### config.mk
export PLATFORM = sky130hd
export DESIGN_NAME = qsfp_port
export DESIGN_NICKNAME = d
export VERILOG_FILES = /design/src/qsfp_pkg.sv /design/src/qsfp_reg_decode.sv /design/src/qsfp_lane_regs.sv /design/src/qsfp_lane_path.sv /design/src/qsfp_resp_mux.sv /design/src/qsfp_port.sv
export VERILOG_INCLUDE_DIRS = /design/src
export SDC_FILE = /design/constraint.sdc
export NUM_CORES = 1
export LEC_CHECK = 0
export BUFFER_PORTS_ARGS = -buffer_cell sky130_fd_sc_hd__buf_2
export CORE_AREA = 2 2 460 462
export CTS_BUF_LIST = sky130_fd_sc_hd__clkbuf_8
export CTS_CLUSTER_SIZE = 25
export DETAILED_ROUTE_END_ITERATION = 10
export DIE_AREA = 0 0 462 464
export MAX_ROUTING_LAYER = met4
export SETUP_SLACK_MARGIN = 0.5
export SYNTH_ARGS = -nofsm -noshare
export SYNTH_HDL_FRONTEND = slang
export SYNTH_HIERARCHICAL = 1
export SYNTH_SLANG_ARGS = --single-unit
### constraint.sdc
create_clock -name bus_clk -period 2.3 [get_ports bus_clk]
set_input_delay 0.23 -clock bus_clk [delete_from_list [all_inputs] [get_ports bus_clk]]
set_output_delay 0.23 -clock bus_clk [all_outputs]
set_load 0.02 [all_outputs]
### src/qsfp_defines.svh
/* Build constants for the four-lane QSFP port block.
   Register address splits as lane[15:14], window[13:12], offset[11:0]. */

`ifndef QSFP_DEFINES_SVH
`define QSFP_DEFINES_SVH

// Lane count and stream width
`define QSFP_NUM_LANES 4
`define QSFP_DATA_W 64

// Register port widths
`define QSFP_REG_AW 16
`define QSFP_REG_DW 32

// Window codes, code 1 is left unmapped
`define QSFP_WIN_DMA 2'd0
`define QSFP_WIN_MISC 2'd2
`define QSFP_WIN_MAC 2'd3

// Misc window byte offsets, upper address bits already cleared by the decoder
`define QSFP_REG_MODE 16'h0000
`define QSFP_REG_PORT_INFO 16'h0004
`define QSFP_REG_SCRATCH 16'h0008
`define QSFP_REG_TX_BEATS 16'h000C
`define QSFP_REG_RX_BEATS 16'h0010

// Port identity and status timing
`define QSFP_PORTNUM 8'h00
`define QSFP_ACT_HOLD 16
`define QSFP_CNT_W 16

`endif

### src/qsfp_pkg.sv
/* Shared types for the QSFP port block. Sizes come from the defines header. */

`default_nettype none

`include "qsfp_defines.svh"

package qsfp_pkg;

  // Lane mode, codes 2 and 3 behave as disabled
  typedef enum logic [1:0] {
    MODE_DISABLED = 2'd0,
    MODE_PASSTHRU = 2'd1
  } lane_mode_t;

  // Register port words
  typedef logic [`QSFP_REG_AW-1:0] reg_addr_t;
  typedef logic [`QSFP_REG_DW-1:0] reg_data_t;

  // One request per cycle, at most one strobe high
  typedef struct packed {
    logic      wr_req;
    logic      rd_req;
    reg_addr_t addr;
    reg_data_t wr_data;
  } reg_req_t;

  // Read response, rd_resp is a single-cycle pulse
  typedef struct packed {
    logic      rd_resp;
    logic      rd_err;
    reg_data_t rd_data;
  } reg_resp_t;

  // Stream beat as carried on every lane direction
  typedef struct packed {
    logic [`QSFP_DATA_W-1:0] data;
    logic                    last;
  } stream_beat_t;

  // Accepted beat count, wraps at full scale
  typedef logic [`QSFP_CNT_W-1:0] lane_cnt_t;

endpackage : qsfp_pkg

`default_nettype wire

### src/qsfp_reg_decode.sv
/* Routes each register request to one lane's misc window.
   DMA, MAC and window 1 reads get an error reply one cycle later. */

`timescale 1ns/10ps
`default_nettype none

`include "qsfp_defines.svh"

module qsfp_reg_decode
  import qsfp_pkg::*;
(
  input  wire logic                           bus_clk,
  input  wire logic                           reset_i,
  input  wire reg_req_t                       req_i,
  output reg_req_t [`QSFP_NUM_LANES-1:0]      lane_req_o,
  output reg_resp_t                           err_resp_o
);

  localparam int OFFS_W = `QSFP_REG_AW - 4;

  logic [1:0] lane_sel;
  logic [1:0] win_sel;
  logic       misc_hit;
  logic       err_q;

  // ------------------------------------------------------------------------
  // Address split
  // ------------------------------------------------------------------------

  // Top two bits pick the lane, next two the window
  assign lane_sel = req_i.addr[`QSFP_REG_AW-1 -: 2];
  assign win_sel  = req_i.addr[`QSFP_REG_AW-3 -: 2];
  assign misc_hit = (win_sel == `QSFP_WIN_MISC);

  // Strobes only for the addressed lane, offset bits only
  always_comb begin
    for (int l = 0; l < `QSFP_NUM_LANES; l++) begin
      lane_req_o[l].wr_req  = req_i.wr_req && misc_hit && (lane_sel == l);
      lane_req_o[l].rd_req  = req_i.rd_req && misc_hit && (lane_sel == l);
      lane_req_o[l].addr    = {4'b0000, req_i.addr[OFFS_W-1:0]};
      lane_req_o[l].wr_data = req_i.wr_data;
    end
  end

  // ------------------------------------------------------------------------
  // Unmapped windows
  // ------------------------------------------------------------------------

  // Any read outside misc gets a flagged reply, writes just vanish
  always_ff @(posedge bus_clk) begin
    if (reset_i) begin
      err_q <= 1'b0;
    end else begin
      err_q <= req_i.rd_req && !misc_hit;
    end
  end

  // Error reply carries zero data
  assign err_resp_o = '{rd_resp: err_q, rd_err: err_q, rd_data: '0};

endmodule : qsfp_reg_decode

`default_nettype wire

### src/qsfp_lane_regs.sv
/* Misc window registers of one lane. Offsets arrive with upper bits clear.
   Read data is valid only while rd_resp is high. */

`timescale 1ns/10ps
`default_nettype none

`include "qsfp_defines.svh"

module qsfp_lane_regs
  import qsfp_pkg::*;
#(
  parameter int LANE = 0
)(
  input  wire logic      bus_clk,
  input  wire logic      reset_i,
  input  wire reg_req_t  req_i,
  output reg_resp_t      resp_o,
  output lane_mode_t     mode_o,
  input  wire lane_cnt_t tx_beats_i,
  input  wire lane_cnt_t rx_beats_i,
  input  wire logic      link_up_i
);

  lane_mode_t mode_q;
  reg_data_t  scratch_q;
  reg_data_t  rd_value;
  reg_data_t  port_info;
  logic       rd_vld_q;
  reg_data_t  rd_data_q;

  // ------------------------------------------------------------------------
  // Write side
  // ------------------------------------------------------------------------

  // Mode keeps two bits, scratch keeps the full word
  always_ff @(posedge bus_clk) begin
    if (reset_i) begin
      mode_q    <= MODE_DISABLED;
      scratch_q <= '0;
    end else if (req_i.wr_req) begin
      if (req_i.addr == `QSFP_REG_MODE) begin
        mode_q <= lane_mode_t'(req_i.wr_data[1:0]);
      end
      if (req_i.addr == `QSFP_REG_SCRATCH) begin
        scratch_q <= req_i.wr_data;
      end
    end
  end

  assign mode_o = mode_q;

  // ------------------------------------------------------------------------
  // Read side
  // ------------------------------------------------------------------------

  // Port number, lane index, mode and link
  assign port_info = {`QSFP_PORTNUM, 8'(LANE), 6'b0, mode_q, 7'b0, link_up_i};

  // Readback select, unknown offsets give zero
  always_comb begin
    case (req_i.addr)
      `QSFP_REG_MODE:      rd_value = {30'b0, mode_q};
      `QSFP_REG_PORT_INFO: rd_value = port_info;
      `QSFP_REG_SCRATCH:   rd_value = scratch_q;
      `QSFP_REG_TX_BEATS:  rd_value = {{(`QSFP_REG_DW-`QSFP_CNT_W){1'b0}}, tx_beats_i};
      `QSFP_REG_RX_BEATS:  rd_value = {{(`QSFP_REG_DW-`QSFP_CNT_W){1'b0}}, rx_beats_i};
      default:             rd_value = '0;
    endcase
  end

  // Response pulse one cycle after the request
  always_ff @(posedge bus_clk) begin
    if (reset_i) begin
      rd_vld_q <= 1'b0;
    end else begin
      rd_vld_q <= req_i.rd_req;
    end
  end

  // Data captured with the request
  always_ff @(posedge bus_clk) begin
    if (req_i.rd_req) begin
      rd_data_q <= rd_value;
    end
  end

  // Lane registers never flag an error
  assign resp_o = '{rd_resp: rd_vld_q, rd_err: 1'b0, rd_data: rd_data_q};

endmodule : qsfp_lane_regs

`default_nettype wire

### src/qsfp_lane_path.sv
/* Stream routing of one lane. Passthrough is fully combinational both ways;
   any other mode ties the lane off with valid low and ready high. */

`timescale 1ns/10ps
`default_nettype none

`include "qsfp_defines.svh"

module qsfp_lane_path
  import qsfp_pkg::*;
(
  input  wire logic         bus_clk,
  input  wire logic         reset_i,
  input  wire lane_mode_t   mode_i,
  // Router to lane
  input  wire stream_beat_t v2e_i,
  input  wire logic         v2e_valid_i,
  output logic              v2e_ready_o,
  output stream_beat_t      lane_tx_o,
  output logic              lane_tx_valid_o,
  input  wire logic         lane_tx_ready_i,
  // Lane to router
  input  wire stream_beat_t lane_rx_i,
  input  wire logic         lane_rx_valid_i,
  output logic              lane_rx_ready_o,
  output stream_beat_t      e2v_o,
  output logic              e2v_valid_o,
  input  wire logic         e2v_ready_i,
  // Status
  input  wire logic         link_i,
  output logic              link_up_o,
  output logic              activity_o,
  output lane_cnt_t         tx_beats_o,
  output lane_cnt_t         rx_beats_o
);

  localparam int ACT_W = $clog2(`QSFP_ACT_HOLD + 1);

  logic             passthru;
  logic             tx_fire;
  logic             rx_fire;
  lane_cnt_t        tx_cnt_q;
  lane_cnt_t        rx_cnt_q;
  logic [ACT_W-1:0] act_cnt_q;
  logic             link_up_q;

  assign passthru = (mode_i == MODE_PASSTHRU);

  // ------------------------------------------------------------------------
  // Stream routing
  // ------------------------------------------------------------------------

  always_comb begin
    if (passthru) begin
      lane_tx_o       = v2e_i;
      lane_tx_valid_o = v2e_valid_i;
      v2e_ready_o     = lane_tx_ready_i;
      e2v_o           = lane_rx_i;
      e2v_valid_o     = lane_rx_valid_i;
      lane_rx_ready_o = e2v_ready_i;
    end else begin
      // Tied off, both sources drain freely
      lane_tx_o       = '0;
      lane_tx_valid_o = 1'b0;
      v2e_ready_o     = 1'b1;
      e2v_o           = '0;
      e2v_valid_o     = 1'b0;
      lane_rx_ready_o = 1'b1;
    end
  end

  // Accepted beats on the lane side of each direction
  assign tx_fire = lane_tx_valid_o && lane_tx_ready_i;
  assign rx_fire = e2v_valid_o && e2v_ready_i;

  // ------------------------------------------------------------------------
  // Counters and status
  // ------------------------------------------------------------------------

  always_ff @(posedge bus_clk) begin
    if (reset_i) begin
      tx_cnt_q  <= '0;
      rx_cnt_q  <= '0;
      act_cnt_q <= '0;
      link_up_q <= 1'b0;
    end else begin
      // Free-running counts, wrap at full scale
      if (tx_fire) tx_cnt_q <= tx_cnt_q + 1'b1;
      if (rx_fire) rx_cnt_q <= rx_cnt_q + 1'b1;
      // Reload on any beat, otherwise bleed down to zero
      if (tx_fire || rx_fire) begin
        act_cnt_q <= ACT_W'(`QSFP_ACT_HOLD);
      end else if (act_cnt_q != '0) begin
        act_cnt_q <= act_cnt_q - 1'b1;
      end
      link_up_q <= link_i && passthru;
    end
  end

  assign tx_beats_o = tx_cnt_q;
  assign rx_beats_o = rx_cnt_q;
  assign link_up_o  = link_up_q;
  assign activity_o = (act_cnt_q != '0);

endmodule : qsfp_lane_path

`default_nettype wire

### src/qsfp_resp_mux.sv
/* Merges lane and decoder read responses into one registered reply.
   Assumes at most one responder pulses in a given cycle. */

`timescale 1ns/10ps
`default_nettype none

`include "qsfp_defines.svh"

module qsfp_resp_mux
  import qsfp_pkg::*;
(
  input  wire logic                            bus_clk,
  input  wire logic                            reset_i,
  input  wire reg_resp_t [`QSFP_NUM_LANES-1:0] lane_resp_i,
  input  wire reg_resp_t                       err_resp_i,
  output reg_resp_t                            resp_o
);

  reg_resp_t merged;
  logic      resp_vld_q;
  logic      resp_err_q;
  reg_data_t resp_data_q;

  // OR tree, each source gated by its own pulse
  always_comb begin
    merged.rd_resp = err_resp_i.rd_resp;
    merged.rd_err  = err_resp_i.rd_resp && err_resp_i.rd_err;
    merged.rd_data = err_resp_i.rd_resp ? err_resp_i.rd_data : '0;
    for (int l = 0; l < `QSFP_NUM_LANES; l++) begin
      merged.rd_resp = merged.rd_resp | lane_resp_i[l].rd_resp;
      merged.rd_err  = merged.rd_err | (lane_resp_i[l].rd_resp & lane_resp_i[l].rd_err);
      merged.rd_data = merged.rd_data |
                       (lane_resp_i[l].rd_resp ? lane_resp_i[l].rd_data : '0);
    end
  end

  // Pulse and error flag
  always_ff @(posedge bus_clk) begin
    if (reset_i) begin
      resp_vld_q <= 1'b0;
      resp_err_q <= 1'b0;
    end else begin
      resp_vld_q <= merged.rd_resp;
      resp_err_q <= merged.rd_err;
    end
  end

  always_ff @(posedge bus_clk) begin
    resp_data_q <= merged.rd_data;
  end

  assign resp_o = '{rd_resp: resp_vld_q, rd_err: resp_err_q, rd_data: resp_data_q};

endmodule : qsfp_resp_mux

`default_nettype wire

### src/qsfp_port.sv
/* Four-lane QSFP port, all in bus_clk. Reads answer two cycles after rd_req.
   Lane modes are runtime registers and start disabled. */

`timescale 1ns/10ps
`default_nettype none

`include "qsfp_defines.svh"

module qsfp_port
  import qsfp_pkg::*;
(
  input  wire logic                               bus_clk,
  input  wire logic                               reset_i,
  // Register port
  input  wire reg_req_t                           reg_req_i,
  output reg_resp_t                               reg_resp_o,
  // Router side
  input  wire stream_beat_t [`QSFP_NUM_LANES-1:0] v2e_i,
  input  wire logic [`QSFP_NUM_LANES-1:0]         v2e_valid_i,
  output logic [`QSFP_NUM_LANES-1:0]              v2e_ready_o,
  output stream_beat_t [`QSFP_NUM_LANES-1:0]      e2v_o,
  output logic [`QSFP_NUM_LANES-1:0]              e2v_valid_o,
  input  wire logic [`QSFP_NUM_LANES-1:0]         e2v_ready_i,
  // Serial side
  output stream_beat_t [`QSFP_NUM_LANES-1:0]      lane_tx_o,
  output logic [`QSFP_NUM_LANES-1:0]              lane_tx_valid_o,
  input  wire logic [`QSFP_NUM_LANES-1:0]         lane_tx_ready_i,
  input  wire stream_beat_t [`QSFP_NUM_LANES-1:0] lane_rx_i,
  input  wire logic [`QSFP_NUM_LANES-1:0]         lane_rx_valid_i,
  output logic [`QSFP_NUM_LANES-1:0]              lane_rx_ready_o,
  // Status
  input  wire logic [`QSFP_NUM_LANES-1:0]         link_i,
  output logic [`QSFP_NUM_LANES-1:0]              link_up_o,
  output logic [`QSFP_NUM_LANES-1:0]              activity_o
);

  reg_req_t   [`QSFP_NUM_LANES-1:0] lane_req;
  reg_resp_t  [`QSFP_NUM_LANES-1:0] lane_resp;
  reg_resp_t                        err_resp;
  lane_mode_t [`QSFP_NUM_LANES-1:0] lane_mode;
  lane_cnt_t  [`QSFP_NUM_LANES-1:0] tx_beats;
  lane_cnt_t  [`QSFP_NUM_LANES-1:0] rx_beats;

  // ------------------------------------------------------------------------
  // Register decode and response merge
  // ------------------------------------------------------------------------

  qsfp_reg_decode qsfp_reg_decode_i (
    .bus_clk    (bus_clk),
    .reset_i    (reset_i),
    .req_i      (reg_req_i),
    .lane_req_o (lane_req),
    .err_resp_o (err_resp)
  );

  qsfp_resp_mux qsfp_resp_mux_i (
    .bus_clk     (bus_clk),
    .reset_i     (reset_i),
    .lane_resp_i (lane_resp),
    .err_resp_i  (err_resp),
    .resp_o      (reg_resp_o)
  );

  // ------------------------------------------------------------------------
  // Lanes
  // ------------------------------------------------------------------------

  for (genvar l = 0; l < `QSFP_NUM_LANES; l++) begin : g_lane

    // Misc window of this lane
    qsfp_lane_regs #(
      .LANE (l)
    ) qsfp_lane_regs_i (
      .bus_clk    (bus_clk),
      .reset_i    (reset_i),
      .req_i      (lane_req[l]),
      .resp_o     (lane_resp[l]),
      .mode_o     (lane_mode[l]),
      .tx_beats_i (tx_beats[l]),
      .rx_beats_i (rx_beats[l]),
      .link_up_i  (link_up_o[l])
    );

    // Datapath and status
    qsfp_lane_path qsfp_lane_path_i (
      .bus_clk         (bus_clk),
      .reset_i         (reset_i),
      .mode_i          (lane_mode[l]),
      .v2e_i           (v2e_i[l]),
      .v2e_valid_i     (v2e_valid_i[l]),
      .v2e_ready_o     (v2e_ready_o[l]),
      .lane_tx_o       (lane_tx_o[l]),
      .lane_tx_valid_o (lane_tx_valid_o[l]),
      .lane_tx_ready_i (lane_tx_ready_i[l]),
      .lane_rx_i       (lane_rx_i[l]),
      .lane_rx_valid_i (lane_rx_valid_i[l]),
      .lane_rx_ready_o (lane_rx_ready_o[l]),
      .e2v_o           (e2v_o[l]),
      .e2v_valid_o     (e2v_valid_o[l]),
      .e2v_ready_i     (e2v_ready_i[l]),
      .link_i          (link_i[l]),
      .link_up_o       (link_up_o[l]),
      .activity_o      (activity_o[l]),
      .tx_beats_o      (tx_beats[l]),
      .rx_beats_o      (rx_beats[l])
    );

  end : g_lane

endmodule : qsfp_port

`default_nettype wire

== After elaboration in Yosys (flattened, before gate mapping) ==
Index checks and enable logic that the tools add are counted.

* Divide/modulo/power cells: 0
* Equal/unequal tests: 12
* Add/sub/neg operators: 12
* Magnitude comparators: 0
* Multiplexer cells: 40
* $mul: 0
* Shifts and indexed selects: 0
* Bitwise gates (word level): 7
* Reductions and logical operators: 50

{| class="wikitable"
|+ Operators by type and width
! operator !! number
|-
| one-hot mux 32 bit (5 select lines) || 4
|-
| 2-to-1 mux 65 bit || 8
|-
| adder 16 x 1 -> 16 bit (second input constant) || 8
|-
| 2-to-1 mux 32 bit || 4
|-
| bitwise OR 32 bit || 3
|-
| 2-to-1 mux 5 bit || 8
|-
| == test 12 x 4 -> 1 bit (second input constant) || 2
|-
| logical AND 1 bit || 23
|-
| nonzero test 5 bit || 4
|-
| subtractor 5 x 1 -> 5 bit (second input constant) || 4
|-
| logical NOT 16 bit || 1
|-
| 2-to-1 mux 1 bit || 16
|-
| AND reduction 2 bit || 8
|-
| == test 12 x 3 -> 1 bit (second input constant) || 1
|-
| == test 12 x 5 -> 1 bit (second input constant) || 1
|-
| == test 2 x 1 -> 1 bit (second input constant) || 5
|-
| nonzero test 2 bit || 4
|-
| OR reduction 2 bit || 4
|-
| == test 2 bit (second input constant) || 3
|-
| logical OR 1 bit || 4
|-
| bitwise OR 1 bit || 4
|-
| logical NOT 2 bit || 1
|-
| logical NOT 1 bit || 1
|}

* Bits in writable memories: 0
* Memories kept: 0
* Bits in registers: 455
* Word-level logic and storage cells: 161
* Bits in latches: 0
* Bits of input ports: 592
* Bits in read-only memories: 0

== Depth between registers and ports, before layout ==
Gate-level depths: netlist of run 1.

* Depth in word-level cells: 5
* Mapped depth: 9
* Depth with buffers taken out: 7

== Modules after synthesis ==
Netlist of run 1, hierarchy kept.

{| class="wikitable"
|+ Modules (own cells, without submodules)
! module !! cells each !! area an instance (µm²) !! seq. area each (µm²) !! times used
|-
| qsfp_lane_path || 345 || 2640.0 || 760.7 || 4
|-
| qsfp_lane_regs (g_lane[1].qsfp_lane_regs_i ...) || 281 || 2962.8 || 1661.6 || 2
|-
| qsfp_lane_regs (g_lane[0].qsfp_lane_regs_i) || 281 || 3061.7 || 1661.6 || 1
|-
| qsfp_lane_regs (g_lane[3].qsfp_lane_regs_i) || 274 || 2920.3 || 1661.6 || 1
|-
| qsfp_reg_decode || 244 || 1800.5 || 20.0 || 1
|-
| qsfp_resp_mux || 158 || 1562.7 || 680.7 || 1
|}

== Least setup slack after synthesis of run 1 ==
No wires, ideal clock.

* Path type: in2reg
* Start point: in reg_req_i[44] (netlist bit)
* End point: reg g_lane[2].qsfp_lane_regs_i.rd_data_q[0] (enable)
* Arrival time: 2.064 ns
* Setup time: 0.422 ns
* Path buffers: 0
* Setup slack: -0.186 ns
* Stages: 2
* Path through: or3b_1 nor2_1

{| class="wikitable"
|+ RTL lines
! item !! line !! source
|-
| start, declared || qsfp_port.sv:15 || <nowiki>input wire reg_req_t reg_req_i,</nowiki>
|-
| end signal, assigned || qsfp_lane_regs.sv:83 || <nowiki>rd_data_q <= rd_value;</nowiki>
|-
| end, declared || qsfp_lane_regs.sv:29 || <nowiki>reg_data_t rd_data_q;</nowiki>
|}

==> metrics.csv, run 1 <==
stage,metric,value,unit
synth,synthesis warning total,6,
floorplan,Die ar.,214400,µm²
grt,initial antenna violation count,50,
synth,number of synthesized flops with an enable pin,128,
routing,Avg WL per Cell,24.01,µm
synth,Mapped Cells,2899,
floorplan,CORE AREA,209200,µm²
pwr,Clock power frac,37.8,%
synth,post-synthesis sequential area ratio,40.22,%
clock_tree,# clock sinks,455,
synth,simple-gate area share of the yosys netlist,30.28,%
setup_path,endpoint class of the critical path,output port,
routing,drt total wl,168300,µm
clock_tree,# H-tree levels,3,
routing,antenna-violating nets left,0,
sta,post-layout minimum cycle time,2426,ps
sta,unrepaired setup endpoints after global routing,true,
synth,mux share of post-synthesis cell area,1.850,%
grt,largest net degree at the start of global routing,92,
worst_hold_path,HP Class,input port to flip-flop,
grt,Total GRT Usage,15.04,%
clock_tree,CTS tree,built,
synth,"Async S/R FF share, synth",0,%
cells_and_area,fin cells,7010,
placed_design,gpl congestion,1.067,
clock_tree,Worst-path clk slew,60,ps
pwr,Peak VDD IR,0.0003553,V
synth,library cells used by synthesis,60,
sta,Setup-failing EPs final,273,
pwr,Sw Share,28.30,%
pwr,Sw Pwr,5.267,mW
synth,main combinational cell family by area after synthesis,simple AND/OR/NAND/NOR gates,
setup_path,worst path required time,2070,ps
grt,number of global-route vias before repair,26750,
pwr,Logic pwr share,16.2,%
cells_and_area,most frequent cells in the layout,"630 x buf_2, 534 x buf_6, 515 x and2_4, 311 x dfxtp_1, 196 x a21oi_1",
placed_design,Cells after DPL,6630,
clock_tree,CTS max path bufs,3,
synth,Synth Flop Type,dfxtp_1,
grt,grt total ovfl,0,
pwr,PD cells,413.5,nW/µm²
cells_and_area,nets,4738,
sta,Final Max Slew Viols,0,
cells_and_area,area delta synth->final,74.26,%
clock_tree,worst skew pair latency,740,ps
synth,Post-Synthesis Cell Area,25830,µm²
synth,mean post-synth cell area,8.910,µm²
cells_and_area,layout cell share with drive strength beyond 1,53.84,%
floorplan,# rows,168,
sta,Slew @ Worst Pin,924.2,ps
pwr,Leak,18.32,nW
setup_path,crit start category,flip-flop,
routing,initial DRC count,2141,
setup_path,crit path max fanout,11,
routing,via/cell ratio,3.848,
floorplan,num ports,1170,
synth,synthesized flop and latch total,455,
cells_and_area,"commonest non-fill, non-tap cell in the layout",buf_2,
status,failing checks,setup timing,
grt,first-pass GRT wire length,218300,µm
sta,Final Cycle Share,105.5,%
sta,hold slack,75.38,ps
floorplan,chip width,462,µm
synth,complex-gate fraction of the synthesized area,12.60,%
setup_path,critical path class,flip-flop to output port,
placed_design,post-DP HPWL,127200,µm
sta,Final Hold Viols,0,
floorplan,Initial Util,12.35,%
synth,Post-Synth Adder-Cell Area,0.5813,%
sta,Fmax,412.2,MHz
status,outcome,finished with violations,
placed_design,I/O Buffers,1169,
routing,vias post-DR,26970,
floorplan,die height,464,µm
routing,Pre-Repair DR Iteration Count,5,
routing,DRC,0,
pwr,P_int,13.35,mW
sta,Clock Skews,56.41,ps
clock_tree,Root Buffer Master,clkbuf_8,
clock_tree,cts bufs inserted,74,
run,Max Cap Viol,0,
sta,Slew headroom,38.32,%
setup_path,WP data arrival,2200,ps
synth,XOR/XNOR Fraction of Synth Area,2.441,%
pwr,Flop pwr share,46.0,%
sta,post-route setup slack,-126.1,ps
-- Yosys cell counts, types with 9 or more instances --
cell,n,share of area [%]
clkbuf_1,135,2.0
nor2b_1,18,0.44
dfxtp_1,327,25
nand4_1,55,1.3
o21ai_0,142,2.8
and2_1,591,14
nand2_1,83,1.2
edfxtp_1,128,15
o31ai_1,38,1.1
a22oi_1,37,1.1
nor3_1,44,0.85
a222oi_1,33,1.3
ha_1,12,0.58
nor4_1,24,0.58
buf_4,243,7.1
and3_1,37,0.90
buf_1,12,0.17
or4_1,11,0.32
nand2b_1,33,0.80
xor2_1,24,0.81
a221o_1,52,2.0
or3_1,48,1.2
buf_2,35,0.68
nor2_1,116,1.7
a21oi_1,196,3.8
and4b_1,9,0.35
and4_1,14,0.47
xnor2_1,48,1.6
nand3_1,140,2.7
buf_6,22,0.96
o2bb2ai_1,12,0.41
inv_1,47,0.68
mux2i_1,32,1.2
-- per-layer routing --
| layer | share of wire (%) | track usage (%) | vias up |
|---|---|---|---|
| met3 | 5.3 | 1.892 | 254 |
| met4 | 3.9 | 4.669 | 0 |
| met2 | 54 | 28.36 | 1273 |
| li1 | - | - | 12360 |
| met5 | 0 | - | - |
| met1 | 37 | 16.10 | 13090 |
-- flip-flops by register name (all words and copies together) (netlist names), 4 cells and up --
signal	flops
g_lane.qsfp_lane_regs_i/rd_vld_q	4
qsfp_resp_mux_i/resp_data_q	32
g_lane.qsfp_lane_path_i/act_cnt_q	20
g_lane.qsfp_lane_path_i/rx_beats_o	64
g_lane.qsfp_lane_regs_i/scratch_q	128
g_lane.qsfp_lane_path_i/link_up_o	4
g_lane.qsfp_lane_regs_i/rd_data_q	128
g_lane.qsfp_lane_regs_i/mode_o	8
g_lane.qsfp_lane_path_i/tx_beats_o	64
-- power groups by stage --
stage | logic [mW] | clock network [mW] | registers [mW]
2_1_floorplan | 1.24 | 0 | 8.71
6_report | 3.02 | 7.04 | 8.56
3_5_place_dp | 2.28 | 0 | 8.72
4_1_cts | 2.98 | 7.25 | 8.56
3_3_place_gp | 2.22 | 0 | 8.70
5_1_grt | 3.30 | 7.61 | 8.58
-- final cells by class --
| class | count | area [µm²] |
|---|---|---|
| diodes | 11 | 27.53 |
| clock buffers | 87 | 1197 |
| clock inverters | 49 | 254.0 |
| fillers | 22600 | 164100 |
| inverters | 47 | 176.4 |
| multi-input cells | 1989 | 14090 |
| flip-flops and latches | 455 | 10430 |
| well taps | 2805 | 3510 |
| repair buffers | 1567 | 15330 |
-- worst max-delay path, cell delays in order (launching register included) --
cell     delay (ps)
dfxtp_4         370
nor2b_4         160
buf_12          140
buf_12          140
buf_16          140
and2_1          150
buf_6           170
buf_6           140
-- through the flow --
stage	setup TNS (ps)	power (mW)	utilization, %	setup slack (ps)	instance area, µm²
2_1_floorplan	0	9.951	-	40.20	26160
3_3_place_gp	0	10.93	16.40	4.791	34300
3_5_place_dp	0	11.00	16.40	33.19	34300
4_1_cts	-41500	18.79	20.22	-216.0	42290
5_1_grt	-39800	19.49	21.52	-198.2	45010
6_report	-11520	18.61	21.52	-126.1	45010
-- worst paths after layout --
| kind | start | to | slack [ps] | cells after the start |
|---|---|---|---|---|
| worst max-delay path | g_lane[0].qsfp_lane_regs_i/mode_o[0] | lane_tx_o[52] | -130 | 7 |
| worst min-delay path | lane_rx_valid_i[1] | g_lane[1].qsfp_lane_path_i/rx_beats_o[1] | 80 | 4 |
| worst max register to register | g_lane[0].qsfp_lane_regs_i/mode_o[0] | g_lane[0].qsfp_lane_path_i/tx_beats_o[15] | 260 | 6 |
| worst min register to register | g_lane[0].qsfp_lane_regs_i/scratch_q[29] | g_lane[0].qsfp_lane_regs_i/scratch_q[29] | 460 | 2 |
-- repair_timing --
| item | in CTS | in global routing |
|---|---|---|
| pin swaps | 197 | 241 |
| cloned | 52 | 22 |
| hold endpoints to repair | 141 | 0 |
| endpoints found under the setup margin | 581 | 688 |
| buffers inserted | 99 | 19 |
| hold buffers | 41 | 0 |
| gates resized for setup | 1227 | 694 |
-- cell families (layout without fill, tap and decap cells) --
family	count (synthesis)	after routing
other cells	5	63
compound gates	516	516
flops	455	455
fa+ha+maj	12	12
xor+xnor	72	72
simple gates	1291	1291
buf+inv	502	1750
mux	46	46
No activity file was read; power rests on OpenSTA's default activity.
==> run 2, diff against run 1 <==
--- a/config.mk
+++ b/config.mk
@@ -16,2 +16,3 @@
 export SETUP_SLACK_MARGIN = 0.5
+export SKIP_CTS_REPAIR_TIMING = 1
 export SYNTH_ARGS = -nofsm -noshare
==> constraint.sdc (replaced) <==
create_clock -name bus_clk -period 2.3 [get_ports bus_clk]
set_input_delay 0.115 -clock bus_clk [delete_from_list [all_inputs] [get_ports bus_clk]]
set_output_delay 0.115 -clock bus_clk [all_outputs]
set_load 0.02 [all_outputs]
==> run 2 against run 1 <==
- global-route usage is 0.11 points lower
- sequential power hardly changed
- routed wire length is 1.5% higher
- critical path depth is 1 lower
- worst hold slack worse by 90 ps
- register-to-register slack worse by 270 ps
- the run ends with hold timing, setup timing left
- clock skew is 7.2 ps higher
- clock power is 7.1% higher
- sequential cell count stayed put
==> metrics.csv, run 2 (synthesized netlist as in run 1, its figures left out) <==
stage,metric,value,unit
setup_path,reg2reg setup slack,-10,ps
sta,Clock Skews,63.66,ps
setup_path,critical path class,flip-flop to output port,
grt,number of global-route vias before repair,24730,
clock_tree,# H-tree levels,3,
clock_tree,CTS tree,built,
cells_and_area,register area,10420,µm²
setup_path,"delay-heaviest family, CP",buffers and inverters,
clock_tree,# clock sinks,455,
setup_path,Worst path max stage delay,390,ps
sta,post-layout minimum cycle time,2314,ps
sta,Setup-failing EPs final,2,
routing,vias post-DR,26250,
sta,Final Hold Viols,1,
sta,Final Cycle Share,100.6,%
setup_path,worst path required time,2180,ps
clock_tree,CTS max path bufs,3,
setup_path,endpoint class of the critical path,output port,
cells_and_area,nets,4602,
setup_path,Slowest cell on crit path,dfxtp_4,
sta,Final Max Slew Viols,0,
routing,Pre-Repair DR Iteration Count,8,
floorplan,die height,464,µm
grt,Total GRT Usage,14.93,%
sta,hold slack,-14.75,ps
status,failing checks,"hold timing, setup timing",
setup_path,cell repeated most along the worst path,buf_12,
cells_and_area,fin util,18.49,%
grt,largest net degree at the start of global routing,135,
run,Max Cap Viol,0,
placed_design,I/O Buffers,1169,
routing,via/cell ratio,3.804,
floorplan,num ports,1170,
cells_and_area,biggest regs,"g_lane.qsfp_lane_regs_i/rd_data_q (128), g_lane.qsfp_lane_regs_i/scratch_q (128)",
setup_path,crit start category,flip-flop,
setup_path,worst r2r src,g_lane[3].qsfp_lane_regs_i/rd_vld_q,
floorplan,chip width,462,µm
cells_and_area,area delta synth->final,49.67,%
routing,antenna-violating nets left,0,
setup_path,"Critical Path, Cell by Cell","nor2b_4, buf_12, buf_16, and2_4, buf_12, buf_12",
setup_path,crit path max fanout,7,
placed_design,post-DP HPWL,138800,µm
sta,unrepaired setup endpoints after global routing,true,
pwr,Flop pwr share,45.1,%
floorplan,CORE AREA,209200,µm²
cells_and_area,footprint of the multi-input gates,13000,µm²
worst_hold_path,HP Class,input port to flip-flop,
routing,initial DRC count,2001,
pwr,Sw Pwr,5.309,mW
cells_and_area,layout cell share with drive strength beyond 1,42.21,%
worst_hold_path,hold endpoint,g_lane[2].qsfp_lane_path_i/act_cnt_q[4],
setup_path,reg2reg end,qsfp_resp_mux_i/resp_data_q[0],
cells_and_area,FILL cells,23350,
pwr,Clock power frac,39.7,%
cells_and_area,"commonest non-fill, non-tap cell in the layout",buf_2,
worst_hold_path,Worst Min Path Start,lane_tx_ready_i[2],
clock_tree,Root Buffer Master,clkbuf_8,
sta,Fmax,432.2,MHz
sta,Slew headroom,21.72,%
worst_hold_path,hold path cells,5,
placed_design,gpl congestion,0.9401,
floorplan,# rows,168,
cells_and_area,most frequent cells in the layout,"992 x buf_2, 457 x and2_1, 312 x dfxtp_1, 196 x a21oi_1, 170 x buf_4",
clock_tree,cts bufs inserted,80,
floorplan,Die ar.,214400,µm²
clock_tree,worst skew pair latency,770,ps
routing,DRC,0,
grt,grt total ovfl,0,
clock_tree,Worst-path clk slew,60,ps
routing,drt total wl,170800,µm
pwr,PD cells,491.8,nW/µm²
sta,post-route setup slack,-13.59,ps
pwr,Leak,16.29,nW
setup_path,Buf/Inv on CP,4,
pwr,Logic pwr share,15.3,%
status,outcome,finished with violations,
pwr,power consumption,19.02,mW
pwr,Peak VDD IR,0.0003915,V
pwr,P_int,13.71,mW
grt,first-pass GRT wire length,212500,µm
setup_path,WP data arrival,2200,ps
floorplan,Initial Util,12.35,%
sta,Slew @ Worst Pin,1174,ps
pwr,Sw Share,27.92,%
grt,initial antenna violation count,90,
setup_path,R2R cell count,2,
routing,Avg WL per Cell,24.75,µm
[run 2: cell types whose count changed in the layout (fill, tap and decap cells not counted), moves of 7 or more]
cell	delta
buf_6	-416
and2_1	+381
and2_2	+21
clkbuf_4	+7
buf_16	-52
buf_4	+24
diode_2	+22
o2bb2ai_1	+10
o2bb2ai_2	-10
buf_2	+362
buf_8	-16
buf_12	-59
and2_4	-402
dlygate4sd3_1	+9
[run 2: power by group through the flow]
stage	clock network, mW	logic [mW]	registers, mW
final	7.54	2.91	8.57
after global routing	8.14	3.14	8.58
after CTS	7.82	2.32	8.54
after detailed placement	0	2.31	8.72
after global placement	0	2.27	8.71
after floorplan	0	1.24	8.71
[run 2: layout make-up]
| class | instances | share of cell area, % |
|---|---|---|
| clock inverters | 57 | 0.8706 |
| flip-flops and latches | 455 | 26.95 |
| inverters | 47 | 0.4563 |
| repair buffers | 1425 | 25.61 |
| well taps | 2805 | 9.078 |
| diodes | 33 | 0.2136 |
| clock buffers | 90 | 3.204 |
| multi-input cells | 1989 | 33.61 |
[run 2: layer usage]
| metal | global-route usage, % | up-vias | share of wire [%] |
|---|---|---|---|
| li1 | - | 12120 | - |
| met1 | 16.46 | 12530 | 38 |
| met2 | 27.55 | 1284 | 52 |
| met3 | 1.714 | 324 | 4.8 |
| met4 | 4.956 | 0 | 4.2 |
| met5 | - | - | 0 |
[run 2: worst max-delay path by stage]
stage / startpoint / to / slack, ps / cells after the start
finish: g_lane[0].qsfp_lane_regs_i/mode_o[0] / lane_tx_o[59] / -10 / 6
global route: g_lane[0].qsfp_lane_regs_i/mode_o[0] / lane_tx_o[51] / -120 / 6
CTS: g_lane[0].qsfp_lane_regs_i/mode_o[0] / e2v_o[46] / -610 / 5
detailed placement: reg_req_i[44] / g_lane[3].qsfp_lane_regs_i/scratch_q[20] / 70 / 7
global placement: reg_req_i[44] / g_lane[3].qsfp_lane_regs_i/scratch_q[25] / 120 / 7
floorplan: reg_req_i[44] / g_lane[1].qsfp_lane_regs_i/rd_data_q[0] / 160 / 2
[run 2: worst min-delay path: stages]
cell and delay [ps]:
buf_2 120, a22oi_1 90, nor2_1 190, a21oi_1 60, nor2_1 70
[run 2: stage by stage]
step	cell area, µm²	setup slack, ps	cells	TNS (ps)
2_1_floorplan	26050	155.2	2946	0
3_3_place_gp	33950	117.2	6611	0
3_5_place_dp	33950	70.75	6611	0
4_1_cts	35520	-612.8	6758	-111340
5_1_grt	38620	-120.0	6884	-14390
6_report	38660	-13.59	6901	-23.22
==> run 3, diff against run 2 <==
- SETUP_SLACK_MARGIN: 0.5 -> not set
==> run 3 against run 2 <==
- largest power group unchanged
- critical path type unchanged
- setup slack gained 65 ps
- largest cell class unchanged
- non-clock buffer count grew 4
- worst hold slack gained 5.2 ps
- the flow finishes with violations (hold timing)
- routed wire length shrank 5.5%
==> metrics.csv, run 3 (synthesized netlist as in run 1, its figures left out) <==
stage,metric,value,unit
clock_tree,# H-tree levels,3,
clock_tree,Worst-path clk slew,60,ps
grt,Total GRT Usage,14.25,%
setup_path,WP data arrival,2130,ps
sta,Slew @ Worst Pin,983.1,ps
floorplan,chip width,462,µm
clock_tree,worst skew pair latency,710,ps
routing,DRC,0,
floorplan,Initial Util,12.35,%
placed_design,"Cell Area, Placed",34160,µm²
pwr,PD cells,506.4,nW/µm²
routing,drt total wl,161300,µm
cells_and_area,layout cell share with drive strength beyond 1,39.52,%
cells_and_area,most frequent cells in the layout,"1127 x buf_2, 563 x and2_1, 319 x dfxtp_1, 196 x a21oi_1, 150 x buf_4",
routing,vias post-DR,26080,
cells_and_area,area delta synth->final,44.69,%
grt,first-pass GRT wire length,206200,µm
setup_path,R2R cell count,5,
routing,via/cell ratio,3.785,
grt,grt total ovfl,0,
clock_tree,# clock sinks,455,
cells_and_area,"Design Area, Final",37380,µm²
cells_and_area,nets,4605,
setup_path,worst path required time,2180,ps
setup_path,Worst path max stage delay,370,ps
clock_tree,CTS max path bufs,3,
placed_design,Place WS,-41.54,ps
setup_path,endpoint class of the critical path,output port,
pwr,power consumption,18.93,mW
grt,initial antenna violation count,85,
setup_path,reg2reg setup slack,380,ps
sta,hold slack,-9.538,ps
floorplan,die height,464,µm
sta,post-route setup slack,51.37,ps
sta,Final Max Slew Viols,0,
sta,setup TNS,0,ps
routing,antenna-violating nets left,0,
grt,number of global-route vias before repair,24930,
sta,Final Cycle Share,97.77,%
setup_path,reg2reg end,g_lane[1].qsfp_lane_path_i/rx_beats_o[12],
floorplan,CORE AREA,209200,µm²
grt,GRT busiest layer,met2,
sta,Slew headroom,34.38,%
routing,initial DRC count,1651,
clock_tree,Root Buffer Master,clkbuf_8,
grt,GR Util met2,27.10,%
grt,GR met1 Demand/Resource,15.14,%
sta,Setup-failing EPs final,0,
setup_path,critical path class,flip-flop to output port,
pwr,Peak VDD IR,0.0003009,V
worst_hold_path,HP Class,input port to flip-flop,
placed_design,Cells after DPL,6639,
placed_design,post-DP HPWL,131900,µm
placed_design,I/O Buffers,1169,
cells_and_area,FILL cells,23450,
setup_path,Slowest cell on crit path,dfxtp_4,
setup_path,worst r2r src,g_lane[1].qsfp_lane_path_i/rx_beats_o[0],
cells_and_area,"commonest non-fill, non-tap cell in the layout",buf_2,
cells_and_area,biggest regs,"g_lane.qsfp_lane_regs_i/rd_data_q (128), g_lane.qsfp_lane_regs_i/scratch_q (128)",
sta,Final Hold Viols,1,
sta,Clock Skews,59.49,ps
sta,Fmax,444.7,MHz
grt,met3 usage,1.590,%
floorplan,# rows,168,
clock_tree,cts bufs inserted,78,
clock_tree,CTS tree,built,
setup_path,crit path max fanout,7,
setup_path,Worst setup endpoint,lane_tx_o[26],
status,outcome,finished with violations,
cells_and_area,fin util,17.87,%
floorplan,num ports,1170,
run,Max Cap Viol,0,
routing,Pre-Repair DR Iteration Count,6,
pwr,Leak,15.98,nW
sta,unrepaired setup endpoints after global routing,true,
status,failing checks,hold timing,
routing,Avg WL per Cell,23.41,µm
grt,largest net degree at the start of global routing,135,
floorplan,Die ar.,214400,µm²
sta,post-layout minimum cycle time,2249,ps
setup_path,"Critical Path, Cell by Cell","nor2b_4, buf_12, buf_4, clkbuf_16, and2_2, buf_2",
cells_and_area,fin cells,6891,
placed_design,gpl congestion,0.9315,
worst_hold_path,hold path cells,5,
setup_path,crit start category,flip-flop,
setup_path,worst setup path startpoint,g_lane[0].qsfp_lane_regs_i/mode_o[0],
## run 3: cell count changes in the layout (fill, tap and decap cells not counted), sizes merged
| cell | before | now |
|---|---|---|
| dlygate4sd3 | 50 | 47 |
| clkinvlp | 3 | 6 |
| buf | 1350 | 1360 |
| inv | 87 | 70 |
| clkinv | 11 | 19 |
| bufinv | 3 | 4 |
| nor2b | 18 | 19 |
| diode | 33 | 20 |
## run 3: power by group
group / internal [mW] / switching, mW / total, mW
Clock: 4.19 / 3.59 / 7.78
Combinational: 1.17 / 1.42 / 2.60
Sequential: 8.40 / 0.142 / 8.54
## run 3: final cells by class
cell class	instances	area (µm²)	area share, %
Clock inverter	52	389.1	1.041
Clock buffer	93	1280	3.425
Sequential cell	455	10410	27.86
Timing Repair Buffer	1429	8862	23.71
Tap cell	2805	3510	9.390
Antenna cell	20	50.05	0.1339
Multi-Input combinational cell	1990	12700	33.97
Inverter	47	176.4	0.4720
## run 3: worst min-delay path by stage
stage,from,endpoint,slack [ps]
after floorplan,reset_i,qsfp_resp_mux_i/resp_err_q,180
after global placement,link_i[1],g_lane[1].qsfp_lane_path_i/link_up_o,380
after detailed placement,link_i[1],g_lane[1].qsfp_lane_path_i/link_up_o,390
after CTS,link_i[3],g_lane[3].qsfp_lane_path_i/link_up_o,-350
after global routing,lane_tx_ready_i[2],g_lane[2].qsfp_lane_path_i/act_cnt_q[4],30
final,v2e_valid_i[2],g_lane[2].qsfp_lane_path_i/act_cnt_q[4],-10
## run 3: worst max-delay path, delay by kind of cell (launching register included)
kind	cells	cell delay, ps
flip-flops	1	370
buffers and inverters	4	630
AND/OR/NAND/NOR	2	430
## run 3: per-layer routing
layer | part of all wire [%] | routed length (µm)
met5 | 0 | 0
met4 | 4.5 | 7188
met2 | 54 | 86900
met1 | 37 | 59490
met3 | 4.8 | 7754
